**src/cache_pkg.sv**
```systemverilog
`default_nettype none

package cache_pkg;

    // geometry
    localparam int WAYS        = 2;
    localparam int SETS        = 8;
    localparam int BLOCK_WORDS = 4;
    localparam int ADDR_W      = 32;
    localparam int WORD_W      = 32;

    localparam int OFFSET_W = $clog2(BLOCK_WORDS) + 2;
    localparam int INDEX_W  = $clog2(SETS);
    localparam int TAG_W    = ADDR_W - INDEX_W - OFFSET_W;
    localparam int WAY_W    = $clog2(WAYS);
    localparam int BLOCK_W  = BLOCK_WORDS * WORD_W;

    typedef enum logic [1:0] {
        ST_INVALID = 2'd0,
        ST_CLEAN   = 2'd1,
        ST_DIRTY   = 2'd2
    } line_state_e;

    typedef struct packed {
        logic [ADDR_W-1:0]   addr;
        logic                we;
        logic [WORD_W/8-1:0] be;
        logic [WORD_W-1:0]   wdata;
    } core_req_t;

    typedef struct packed {
        logic [WORD_W-1:0] rdata;
    } core_rsp_t;

    typedef enum logic {
        OP_LOAD       = 1'b0,
        OP_WRITE_BACK = 1'b1
    } bus_op_e;

    typedef logic [BLOCK_WORDS-1:0][WORD_W-1:0] block_t;

    typedef struct packed {
        bus_op_e           op;
        logic [ADDR_W-1:0] addr;
        block_t            data;
    } bus_req_t;

    typedef struct packed {
        logic [TAG_W-1:0] tag;
    } tag_entry_t;

    typedef struct packed {
        logic             hit;
        line_state_e      state;
        logic [TAG_W-1:0] tag;
        block_t           block;
    } way_probe_t;

    typedef struct packed {
        logic [WAYS-1:0] sel;
        logic            refill;
        line_state_e     state;
        block_t          block;
    } way_write_t;

    // byte-enabled overlay of a new word onto an old one
    function automatic logic [WORD_W-1:0] merge_word(
        input logic [WORD_W-1:0]   old_w,
        input logic [WORD_W-1:0]   new_w,
        input logic [WORD_W/8-1:0] be
    );
        logic [WORD_W-1:0] res;
        res = old_w;
        for (int b = 0; b < WORD_W / 8; b++) begin
            if (be[b]) begin
                res[8*b +: 8] = new_w[8*b +: 8];
            end
        end
        return res;
    endfunction

endpackage

`default_nettype wire

```
**src/cache_array.sv**
```systemverilog
`timescale 1ns/1ns
`default_nettype none

module cache_array import cache_pkg::*; #(
    parameter type entry_t = tag_entry_t,
    parameter int  DEPTH   = SETS,
    localparam int ENTRY_W = $bits(entry_t),
    localparam int LANES   = (ENTRY_W + WORD_W - 1) / WORD_W
) (
    input  logic               clk_i,
    input  logic               rd_en_i,
    input  logic               wr_en_i,
    input  logic [INDEX_W-1:0] addr_i,
    input  logic [LANES-1:0]   lane_en_i,
    input  entry_t             wdata_i,
    output entry_t             rdata_o
);

    logic [ENTRY_W-1:0] mem_q [DEPTH];
    logic [ENTRY_W-1:0] wbits;

    assign wbits = wdata_i;

    // lane b/WORD_W gates each bit, last lane may be narrow
    always_ff @(posedge clk_i) begin
        if (wr_en_i) begin
            for (int b = 0; b < ENTRY_W; b++) begin
                if (lane_en_i[b / WORD_W]) begin
                    mem_q[addr_i][b] <= wbits[b];
                end
            end
        end
        if (rd_en_i) begin
            rdata_o <= entry_t'(mem_q[addr_i]);
        end
    end

endmodule

`default_nettype wire

```
**src/cache_way.sv**
```systemverilog
`timescale 1ns/1ns
`default_nettype none

module cache_way import cache_pkg::*; #(
    parameter int WAY_ID = 0
) (
    input  logic               clk_i,
    input  logic               nreset_i,
    input  logic [INDEX_W-1:0] index_i,
    input  logic               rd_en_i,
    input  core_req_t          req_i,
    input  way_write_t         wr_i,
    output way_probe_t         probe_o
);

    line_state_e          state_q [SETS];
    line_state_e          state_rd_q;
    tag_entry_t           tag_rd;
    tag_entry_t           req_tag;
    block_t               blk_rd;
    block_t               blk_wr;
    logic                 wr_sel;
    logic                 refill;
    logic [BLOCK_WORDS-1:0] lane_en;
    logic [OFFSET_W-3:0]  woff;
    logic [WORD_W-1:0]    hit_word;

    assign woff        = req_i.addr[OFFSET_W-1:2];
    assign req_tag.tag = req_i.addr[ADDR_W-1 -: TAG_W];
    assign wr_sel      = wr_i.sel[WAY_ID];
    assign refill      = wr_sel & wr_i.refill;

    // write hit touches one lane only, refill the whole block
    assign hit_word = merge_word(blk_rd[woff], req_i.wdata, req_i.be);
    assign blk_wr   = refill ? wr_i.block : {BLOCK_WORDS{hit_word}};
    assign lane_en  = refill ? '1 : (BLOCK_WORDS'(1) << woff);

    cache_array #(
        .entry_t (tag_entry_t)
    ) tag_array_i (
        .clk_i,
        .rd_en_i,
        .wr_en_i   (refill),
        .addr_i    (index_i),
        .lane_en_i (1'b1),
        .wdata_i   (req_tag),
        .rdata_o   (tag_rd)
    );

    cache_array #(
        .entry_t (block_t)
    ) data_array_i (
        .clk_i,
        .rd_en_i,
        .wr_en_i   (wr_sel),
        .addr_i    (index_i),
        .lane_en_i (lane_en),
        .wdata_i   (blk_wr),
        .rdata_o   (blk_rd)
    );

    always_ff @(posedge clk_i) begin
        if (nreset_i) begin
            for (int s = 0; s < SETS; s++) begin
                state_q[s] <= ST_INVALID;
            end
            state_rd_q <= ST_INVALID;
        end else begin
            if (wr_sel) begin
                state_q[index_i] <= wr_i.state;
            end
            if (rd_en_i) begin
                state_rd_q <= state_q[index_i];
            end
        end
    end

    assign probe_o.hit   = (state_rd_q != ST_INVALID) && (tag_rd.tag == req_tag.tag);
    assign probe_o.state = state_rd_q;
    assign probe_o.tag   = tag_rd.tag;
    assign probe_o.block = blk_rd;

    // refill goes to a missing way, a plain write only to the hitting one
    a_write_kind: assert property (@(posedge clk_i) disable iff (nreset_i)
        wr_sel |-> (wr_i.refill ? !probe_o.hit : (probe_o.hit && req_i.we)));

endmodule

`default_nettype wire

```
**src/cache_req_stage.sv**
```systemverilog
`timescale 1ns/1ns
`default_nettype none

module cache_req_stage import cache_pkg::*; (
    input  logic               clk_i,
    input  logic               nreset_i,
    input  logic               cc_valid_i,
    input  core_req_t          cc_req_i,
    output logic               cc_ready_o,
    input  logic               retire_i,
    input  logic               reread_i,
    output core_req_t          req_o,
    output logic               busy_o,
    output logic [INDEX_W-1:0] index_o,
    output logic               rd_en_o
);

    logic      busy_q;
    logic      accept;
    core_req_t req_q;

    assign cc_ready_o = ~busy_q;
    assign accept     = cc_valid_i & ~busy_q;

    // incoming index on accept so the arrays read at the same edge
    assign index_o = accept ? cc_req_i.addr[OFFSET_W +: INDEX_W]
                            : req_q.addr[OFFSET_W +: INDEX_W];
    assign rd_en_o = accept | reread_i;

    assign req_o  = req_q;
    assign busy_o = busy_q;

    always_ff @(posedge clk_i) begin
        if (nreset_i) begin
            busy_q <= 1'b0;
        end else if (accept) begin
            busy_q <= 1'b1;
        end else if (retire_i) begin
            busy_q <= 1'b0;
        end
    end

    always_ff @(posedge clk_i) begin
        if (accept) begin
            req_q <= cc_req_i;
        end
    end

    // a contiguous run has at most two edges
    a_be_contiguous: assert property (@(posedge clk_i) disable iff (nreset_i)
        accept && cc_req_i.we |->
            $countones({1'b0, cc_req_i.be} ^ {cc_req_i.be, 1'b0}) <= 2);

endmodule

`default_nettype wire

```
**src/cache_miss_ctrl.sv**
```systemverilog
`timescale 1ns/1ns
`default_nettype none

module cache_miss_ctrl import cache_pkg::*; (
    input  logic                   clk_i,
    input  logic                   nreset_i,
    input  logic                   busy_i,
    input  core_req_t              req_i,
    input  way_probe_t [WAYS-1:0]  probe_i,
    output way_write_t             wr_o,
    output logic                   retire_o,
    output logic                   reread_o,
    output logic                   cc_valid_o,
    output core_rsp_t              cc_rsp_o,
    output logic                   cb_valid_o,
    input  logic                   cb_yumi_i,
    output bus_req_t               cb_req_o,
    input  logic                   cb_valid_i,
    input  block_t                 cb_rdata_i
);

    typedef enum logic [2:0] {
        S_IDLE,
        S_WRITEBACK,
        S_LOAD,
        S_REFILL,
        S_FILL,
        S_REREAD
    } ctrl_state_e;

    ctrl_state_e         state_q;
    ctrl_state_e         state_d;
    logic                lookup;
    logic                hit_any;
    logic [WAYS-1:0]     hit_vec;
    logic [WAY_W-1:0]    hit_way;
    logic [WAY_W-1:0]    victim_c;
    logic [WAY_W-1:0]    victim_q;
    logic [WAY_W-1:0]    way_sel;
    logic [WAY_W-1:0]    mru_q [SETS];
    logic                victim_dirty;
    logic                send_wb;
    logic                taken;
    logic [INDEX_W-1:0]  index;
    logic [OFFSET_W-3:0] woff;
    logic [WORD_W-1:0]   rd_word;
    block_t              fill_d;
    block_t              fill_q;

    assign index  = req_i.addr[OFFSET_W +: INDEX_W];
    assign woff   = req_i.addr[OFFSET_W-1:2];
    // first busy cycle after idle is the lookup
    assign lookup = (state_q == S_IDLE) && busy_i;

    always_comb begin
        hit_way = '0;
        for (int w = 0; w < WAYS; w++) begin
            hit_vec[w] = probe_i[w].hit;
            if (probe_i[w].hit) begin
                hit_way = WAY_W'(w);
            end
        end
    end
    assign hit_any = |hit_vec;

    // lowest invalid way, else the one not used last
    always_comb begin
        victim_c = ~mru_q[index];
        for (int w = WAYS - 1; w >= 0; w--) begin
            if (probe_i[w].state == ST_INVALID) begin
                victim_c = WAY_W'(w);
            end
        end
    end

    assign way_sel      = lookup ? victim_c : victim_q;
    assign victim_dirty = probe_i[way_sel].state == ST_DIRTY;
    assign send_wb      = (lookup && !hit_any && victim_dirty) || (state_q == S_WRITEBACK);
    assign cb_valid_o   = (lookup && !hit_any) || (state_q == S_WRITEBACK) || (state_q == S_LOAD);
    assign taken        = cb_valid_o & cb_yumi_i;

    always_comb begin
        state_d = state_q;
        unique case (state_q)
            S_IDLE: begin
                if (lookup && !hit_any) begin
                    if (victim_dirty) begin
                        state_d = taken ? S_LOAD : S_WRITEBACK;
                    end else begin
                        state_d = taken ? S_REFILL : S_LOAD;
                    end
                end
            end
            S_WRITEBACK: if (taken) state_d = S_LOAD;
            S_LOAD:      if (taken) state_d = S_REFILL;
            S_REFILL:    if (cb_valid_i) state_d = S_FILL;
            S_FILL:      state_d = S_REREAD;
            S_REREAD:    state_d = S_IDLE;
            default:     state_d = S_IDLE;
        endcase
    end

    always_ff @(posedge clk_i) begin
        if (nreset_i) begin
            state_q <= S_IDLE;
            for (int s = 0; s < SETS; s++) begin
                mru_q[s] <= '0;
            end
        end else begin
            state_q <= state_d;
            if (lookup && hit_any) begin
                mru_q[index] <= hit_way;
            end else if (state_q == S_FILL) begin
                mru_q[index] <= victim_q;
            end
        end
    end

    // pending write lands in the fetched block before it is stored
    always_comb begin
        fill_d = cb_rdata_i;
        if (req_i.we) begin
            fill_d[woff] = merge_word(cb_rdata_i[woff], req_i.wdata, req_i.be);
        end
    end

    always_ff @(posedge clk_i) begin
        if (lookup) begin
            victim_q <= victim_c;
        end
        if ((state_q == S_REFILL) && cb_valid_i) begin
            fill_q <= fill_d;
        end
    end

    always_comb begin
        cb_req_o.op = send_wb ? OP_WRITE_BACK : OP_LOAD;
        if (send_wb) begin
            cb_req_o.addr = {probe_i[way_sel].tag, index, {OFFSET_W{1'b0}}};
            cb_req_o.data = probe_i[way_sel].block;
        end else begin
            cb_req_o.addr = {req_i.addr[ADDR_W-1:OFFSET_W], {OFFSET_W{1'b0}}};
            cb_req_o.data = '0;
        end
    end

    always_comb begin
        wr_o.sel    = '0;
        wr_o.refill = 1'b0;
        wr_o.state  = ST_DIRTY;
        wr_o.block  = fill_q;
        if (lookup && req_i.we) begin
            wr_o.sel = hit_vec;
        end
        if (state_q == S_FILL) begin
            wr_o.sel    = WAYS'(1) << victim_q;
            wr_o.refill = 1'b1;
            wr_o.state  = req_i.we ? ST_DIRTY : ST_CLEAN;
        end
    end

    assign rd_word        = (state_q == S_FILL) ? fill_q[woff] : probe_i[hit_way].block[woff];
    assign cc_rsp_o.rdata = req_i.we ? '0 : rd_word;
    assign cc_valid_o     = (lookup && hit_any) || (state_q == S_FILL);
    assign retire_o       = (lookup && hit_any) || (state_q == S_REREAD);
    assign reread_o       = state_q == S_REREAD;

    a_one_hit: assert property (@(posedge clk_i) disable iff (nreset_i)
        lookup |-> $onehot0(hit_vec));

    a_refill_expected: assert property (@(posedge clk_i) disable iff (nreset_i)
        cb_valid_i |-> state_q == S_REFILL);

endmodule

`default_nettype wire

```
**src/cache_top.sv**
```systemverilog
`timescale 1ns/1ns
`default_nettype none

module cache_top import cache_pkg::*; (
    input  logic      clk_i,
    input  logic      nreset_i,

    // core side
    input  logic      cc_valid_i,
    input  core_req_t cc_req_i,
    output logic      cc_ready_o,
    output logic      cc_valid_o,
    output core_rsp_t cc_rsp_o,

    // bus side
    output logic      cb_valid_o,
    input  logic      cb_yumi_i,
    output bus_req_t  cb_req_o,
    input  logic      cb_valid_i,
    input  block_t    cb_rdata_i
);

    core_req_t             req;
    logic                  busy;
    logic                  retire;
    logic                  reread;
    logic                  rd_en;
    logic [INDEX_W-1:0]    index;
    way_probe_t [WAYS-1:0] probes;
    way_write_t            way_wr;

    cache_req_stage req_stage_i (
        .clk_i,
        .nreset_i,
        .cc_valid_i,
        .cc_req_i,
        .cc_ready_o,
        .retire_i (retire),
        .reread_i (reread),
        .req_o    (req),
        .busy_o   (busy),
        .index_o  (index),
        .rd_en_o  (rd_en)
    );

    for (genvar w = 0; w < WAYS; w++) begin : g_way
        cache_way #(
            .WAY_ID (w)
        ) way_i (
            .clk_i,
            .nreset_i,
            .index_i (index),
            .rd_en_i (rd_en),
            .req_i   (req),
            .wr_i    (way_wr),
            .probe_o (probes[w])
        );
    end

    cache_miss_ctrl miss_ctrl_i (
        .clk_i,
        .nreset_i,
        .busy_i     (busy),
        .req_i      (req),
        .probe_i    (probes),
        .wr_o       (way_wr),
        .retire_o   (retire),
        .reread_o   (reread),
        .cc_valid_o,
        .cc_rsp_o,
        .cb_valid_o,
        .cb_yumi_i,
        .cb_req_o,
        .cb_valid_i,
        .cb_rdata_i
    );

endmodule

`default_nettype wire

```
**config.mk**
```make
export PLATFORM = sky130hd
export DESIGN_NAME = cache_top
export DESIGN_NICKNAME = d
export VERILOG_FILES = /design/src/cache_pkg.sv /design/src/cache_array.sv /design/src/cache_way.sv /design/src/cache_req_stage.sv /design/src/cache_miss_ctrl.sv /design/src/cache_top.sv
export SDC_FILE = /design/constraint.sdc
export NUM_CORES = 2
export LEC_CHECK = 0
export BUFFER_PORTS_ARGS = -buffer_cell sky130_fd_sc_hd__buf_2
export CORE_ASPECT_RATIO = 0.5
export CORE_MARGIN = 8
export CORE_UTILIZATION = 65
export DETAILED_ROUTE_END_ITERATION = 7
export GPL_TIMING_DRIVEN = 1
export PLACE_DENSITY = 0.95
export SLEW_MARGIN = 20
export SYNTH_ARGS = -nofsm -noshare
export SYNTH_HDL_FRONTEND = slang
export SYNTH_SLANG_ARGS = --single-unit
```
**constraint.sdc**
```tcl
create_clock -name clk_i -period 26.5 [get_ports clk_i]
set_input_delay 5.3 -clock clk_i [delete_from_list [all_inputs] [get_ports clk_i]]
set_output_delay 5.3 -clock clk_i [all_outputs]
set_load 0.1 [all_outputs]
```
==> results of run 1 <==
-- per-layer routing --
| metal | GRT usage [%] | overflow |
|---|---|---|
| met5 | 60.7 | 4 |
| met4 | 61.4 | 73 |
| met3 | 67.1 | 23 |
| met2 | 79.9 | 96 |
| met1 | 63.4 | 39 |
-- kinds of logic after synthesis --
family	count (synthesis)
mux	389
compound gates	1773
xor+xnor	51
other cells	1
simple gates	1482
buf+inv	505
flops	3001
fa+ha+maj	1
-- per-stage QoR --
stage	instance area [um^2]	worst slack (ps)
2_1_floorplan	118000	10390
3_3_place_gp	123000	14790
3_5_place_dp	123000	14770
4_1_cts	131000	14240
==> impl_metrics.env, run 1 <==
export IMPL_clock_path_buffers=3
export IMPL_synth_simple_area_share_pct=5.27
export IMPL_stop_stage="global routing (5_1_grt)"
export IMPL_synth_edf_count=2989
export IMPL_synth_compound_area_share_pct=10.4
export IMPL_grt_usage_pct=68.7
export IMPL_synth_top_family_by_area="compound AO/OA/AOI/OAI gates"
export IMPL_cts_root_buf="clkbuf_16"
export IMPL_num_rows=110
export IMPL_error="[ERROR GRT-0232] Routing congestion too high. Check the congestion heatmap in the GUI."
export IMPL_synth_avg_cell_area_um2=16.4
export IMPL_synth_adder_area_share_pct=0.0106
export IMPL_grt_ovfl_total=235
export IMPL_cts_sinks=3001
export IMPL_synthXorXnorAreaFrac_pct=0.379
export IMPL_synth_common_cells="edfxtp_1, nand2_1, a21oi_1, clkbuf_1, a22oi_1"
export IMPL_cts_setup_buffers=0
export IMPL_ys_seq_area_share_pct=76.3
export IMPL_synth_area_mux_share_pct=5.88
export IMPL_die_x_um=618
export IMPL_cts_resized=0
export IMPL_yosysUniqueCellTypes=68
export IMPL_dp_hpwl_um=241000
export IMPL_status="stopped before the end"
export IMPL_numCtsBuffers=233
export IMPL_cts_hold_buf=0
export IMPL_ys_warn_count=0
export IMPL_die_y_um=317
export IMPL_gp_congestion=0.971
export IMPL_ys_ff_latch=3001
export IMPL_synth_area_top_cells="edfxtp_1, mux4_2, nand2_1, a21oi_1, a22oi_1"
export IMPL_syn_cell_area_mm2=0.118
export IMPL_yosysMostFrequentCell="edfxtp_1"
export IMPL_yosysTopAreaCell="edfxtp_1"
export IMPL_ios=398
export IMPL_start_util_pct=65.5
export IMPL_io_buffers=391
export IMPL_grt_max_degree=144
export IMPL_async_flop_share_pct=0
export IMPL_yosysTopAreaCellShare_pct=76.1
export IMPL_ys_dominant_reg_cell="edfxtp_1"
export IMPL_h_tree_depth=4
export IMPL_dp_cells=9696
export IMPL_syn_inst=7203
export IMPL_antenna_found_initial=127
==> run 2: changes to the inputs <==
--- a/config.mk
+++ b/config.mk
@@ -6,12 +6,11 @@
 export NUM_CORES = 2
 export LEC_CHECK = 0
 export BUFFER_PORTS_ARGS = -buffer_cell sky130_fd_sc_hd__buf_2
-export CORE_ASPECT_RATIO = 0.5
 export CORE_MARGIN = 8
-export CORE_UTILIZATION = 65
+export CORE_UTILIZATION = 40
 export DETAILED_ROUTE_END_ITERATION = 7
 export GPL_TIMING_DRIVEN = 1
-export PLACE_DENSITY = 0.95
+export PLACE_DENSITY_LB_ADDON = 0.15
 export SLEW_MARGIN = 20
 export SYNTH_ARGS = -nofsm -noshare
 export SYNTH_HDL_FRONTEND = slang
==> run 2 against run 1 <==
  * The run now ends clean
  * Synthesized cell count did not move
  * Area after synthesis did not move
==> impl_metrics.env, run 2 <==
export IMPL_postRouteAntennaNets=0
export IMPL_io_buffers=391
export IMPL_switching_share_pct=28.2
export IMPL_ys_seq_area_share_pct=76.3
export IMPL_die_area_mm2=0.313
export IMPL_synth_top_family_by_area="compound AO/OA/AOI/OAI gates"
export IMPL_final_common_cell="edfxtp_1"
export IMPL_h_tree_depth=5
export IMPL_die_x_um=559
export IMPL_tightest_slew_ps=1230
export IMPL_tns_ps=0
export IMPL_reg_top3="g_way.way_i.data_array_i.mem_q: 2048 flops, g_way.way_i.tag_array_i.mem_q: 400 flops, g_way.way_i.data_array_i.rdata_o: 256 flops"
export IMPL_grt_usage_pct=28.3
export IMPL_clock_latency_ps=910
export IMPL_numCtsBuffers=323
export IMPL_slew_headroom_pct=17.1
export IMPL_yosysMostFrequentCell="edfxtp_1"
export IMPL_synth_area_mux_share_pct=5.88
export IMPL_cts_clk_slew_worst_paths_ps=60
export IMPL_cts_root_buf="clkbuf_16"
export IMPL_clock_path_buffers=4
export IMPL_synth_area_top_cells="edfxtp_1, mux4_2, nand2_1, a21oi_1, a22oi_1"
export IMPL_clockPowerShare_pct=38.6
export IMPL_yosysTopAreaCellShare_pct=76.1
export IMPL_ys_dominant_reg_cell="edfxtp_1"
export IMPL_switchingPower_mw=3.25
export IMPL_path_class="flip-flop to output port"
export IMPL_grt_max_degree=129
export IMPL_period_minus_slack_ps=12340
export IMPL_p_leak_nw=45.4
export IMPL_start_util_pct=40.2
export IMPL_max_freq_mhz=81.0
export IMPL_antenna_found_initial=48
export IMPL_coreArea_mm2=0.294
export IMPL_syn_to_final_growth_pct=15.0
export IMPL_cp_top_family="compound AO/OA/AOI/OAI gates"
export IMPL_fin_cells=11900
export IMPL_die_y_um=559
export IMPL_totalWireLength_um=461000
export IMPL_post_route_period_util_pct=46.6
export IMPL_vias=74700
export IMPL_critPathRequiredTime_ps=21200
export IMPL_dr_pass1_iters=8
export IMPL_synth_simple_area_share_pct=5.27
export IMPL_num_rows=199
export IMPL_grt_pass1_vias=71000
export IMPL_cp_end_kind="output port"
export IMPL_layout_drive_gt1_share_pct=18.1
export IMPL_start_kind="flip-flop"
export IMPL_yosysUniqueCellTypes=68
export IMPL_intPower_mw=8.28
export IMPL_grt_ovfl_total=0
export IMPL_ys_warn_count=0
export IMPL_syn_inst=7203
export IMPL_finalSetupViolations=0
export IMPL_pwr_share_comb_pct=14.1
export IMPL_synth_avg_cell_area_um2=16.4
export IMPL_final_cell_mix="edfxtp_1, nand2_1, a21oi_1, buf_2, clkbuf_16"
export IMPL_fin_nets=7847
export IMPL_rsz0062_at_grt="no"
export IMPL_cts_hold_buf=0
export IMPL_drc_errors=0
export IMPL_ir_worst_vdd_mv=0.0668
export IMPL_slowest_stage="a21oi_1"
export IMPL_cts_setup_buffers=0
export IMPL_dp_cells=11200
export IMPL_ios=398
export IMPL_arrival_ps=7040
export IMPL_largest_register_ff_count=2048
export IMPL_hp_class="flip-flop to flip-flop"
export IMPL_synth_common_cells="edfxtp_1, nand2_1, a21oi_1, clkbuf_1, a22oi_1"
export IMPL_wl_per_cell_um=38.9
export IMPL_cts_resized=0
export IMPL_r2r_setup_slack_ps=20000
export IMPL_placed_area_mm2=0.125
export IMPL_powerDensity_mw_per_mm2=85.0
export IMPL_grt_pass1_wl_um=617000
export IMPL_async_flop_share_pct=0
export IMPL_maxCapViolCount=0
export IMPL_slew_viol_final=0
export IMPL_status="finished, final reports clean"
export IMPL_avgViaCountPerCell=6.30
export IMPL_regMostFlops="g_way.way_i.data_array_i.mem_q"
export IMPL_synth_compound_area_share_pct=10.4
export IMPL_hold_viol=0
export IMPL_cts_tree="done"
export IMPL_max_stage_delay_ps=1150
export IMPL_fin_util_pct=46.2
export IMPL_fillers=25300
export IMPL_crit_path_max_fanout=128
export IMPL_dp_hpwl_um=277000
export IMPL_pwr_share_seq_pct=47.4
export IMPL_synth_adder_area_share_pct=0.0106
export IMPL_synthXorXnorAreaFrac_pct=0.379
export IMPL_gp_congestion=0.880
export IMPL_syn_cell_area_mm2=0.118
export IMPL_drt_iter0_markers=11700
export IMPL_ys_ff_latch=3001
export IMPL_final_area_mm2=0.136
export IMPL_cp_cell_sequence="nor4b_2 > nand4b_1 > nand3_4 > buf_4 > mux2_1 > o41a_2 > buf_12 > a21oi_1 > buf_2"
export IMPL_worst_path_buf_inv=3
export IMPL_cts_sinks=3001
export IMPL_synth_edf_count=2989
export IMPL_yosysTopAreaCell="edfxtp_1"
export IMPL_clock_skew_final_ps=54.4
==> run 2: worst register-to-register path: cells and delay by family, from the launching register on <==
family	cells	cell delay, ps
AOI/OAI and AO/OA	2	590
buffers and inverters	7	3940
DFF	1	380
muxes	1	100
and+or+nand+nor	3	1310
==> run 2: worst paths after layout <==
kind	endpoint	start	cells after the start
hold reg to reg	g_way[1].way_i.state_rd_q[0]$_SDFFE_PP0P_	g_way[1].way_i.state_rd_q[0]$_SDFFE_PP0P_	2
setup / recovery	cb_req_o[25]	req_stage_i.busy_o$_SDFFE_PP0P_	9
hold / removal	g_way[1].way_i.state_rd_q[0]$_SDFFE_PP0P_	g_way[1].way_i.state_rd_q[0]$_SDFFE_PP0P_	2
setup reg to reg	g_way[1].way_i.data_array_i.rdata_o[89]$_DFFE_PP_	req_stage_i.busy_o$_SDFFE_PP0P_	13
==> run 2: per-stage QoR <==
stage | setup slack, ps | hold slack (ps) | power [mW]
6_report | 14160 | 509 | 11.5
2_1_floorplan | 10390 | 476 | 6.56
4_1_cts | 14440 | 506 | 11.6
3_5_place_dp | 14430 | 494 | 7.16
5_1_grt | 14160 | 531 | 11.8
3_3_place_gp | 14510 | 492 | 7.15
==> run 2: routing by layer <==
layer	global-route usage, %	part of all wire (%)
met4	11.5	4.9
met3	6.86	11
met1	38.2	39
met5	0	0.017
met2	44.2	46
==> run 2: kinds of logic (layout without fill, tap and decap cells) <==
family,after synthesis,after routing
AO/OA/AOI/OAI,1773,1773
XOR/XNOR,51,51
adder cells (fa/ha/maj),1,1
buffers and inverters,505,1186
flip-flops,3001,3001
multiplexers,389,389
other,1,52
AND/OR/NAND/NOR,1482,1482
==> run 2: layout make-up <==
class                   instances  area, um^2  share of cell area (%)
well taps                    3919        4900                    3.61
flip-flops and latches       3001       90000                    66.3
diodes                         48         120                  0.0885
clock inverters               180        1750                    1.29
inverters                      13        78.8                  0.0581
multi-input cells            3700       26700                    19.7
repair buffers                605        3660                    2.70
clock buffers                 388        8430                    6.22
==> run 2: power by group through the flow <==
stage          Clock (mW)  Sequential (mW)  Combinational, mW
2_1_floorplan           0             5.52               1.04
3_3_place_gp            0             5.56               1.59
3_5_place_dp            0             5.56               1.60
4_1_cts              4.49             5.46               1.60
5_1_grt              4.66             5.47               1.67
6_report             4.45             5.46               1.62
Power figures use the tool's default switching activity.
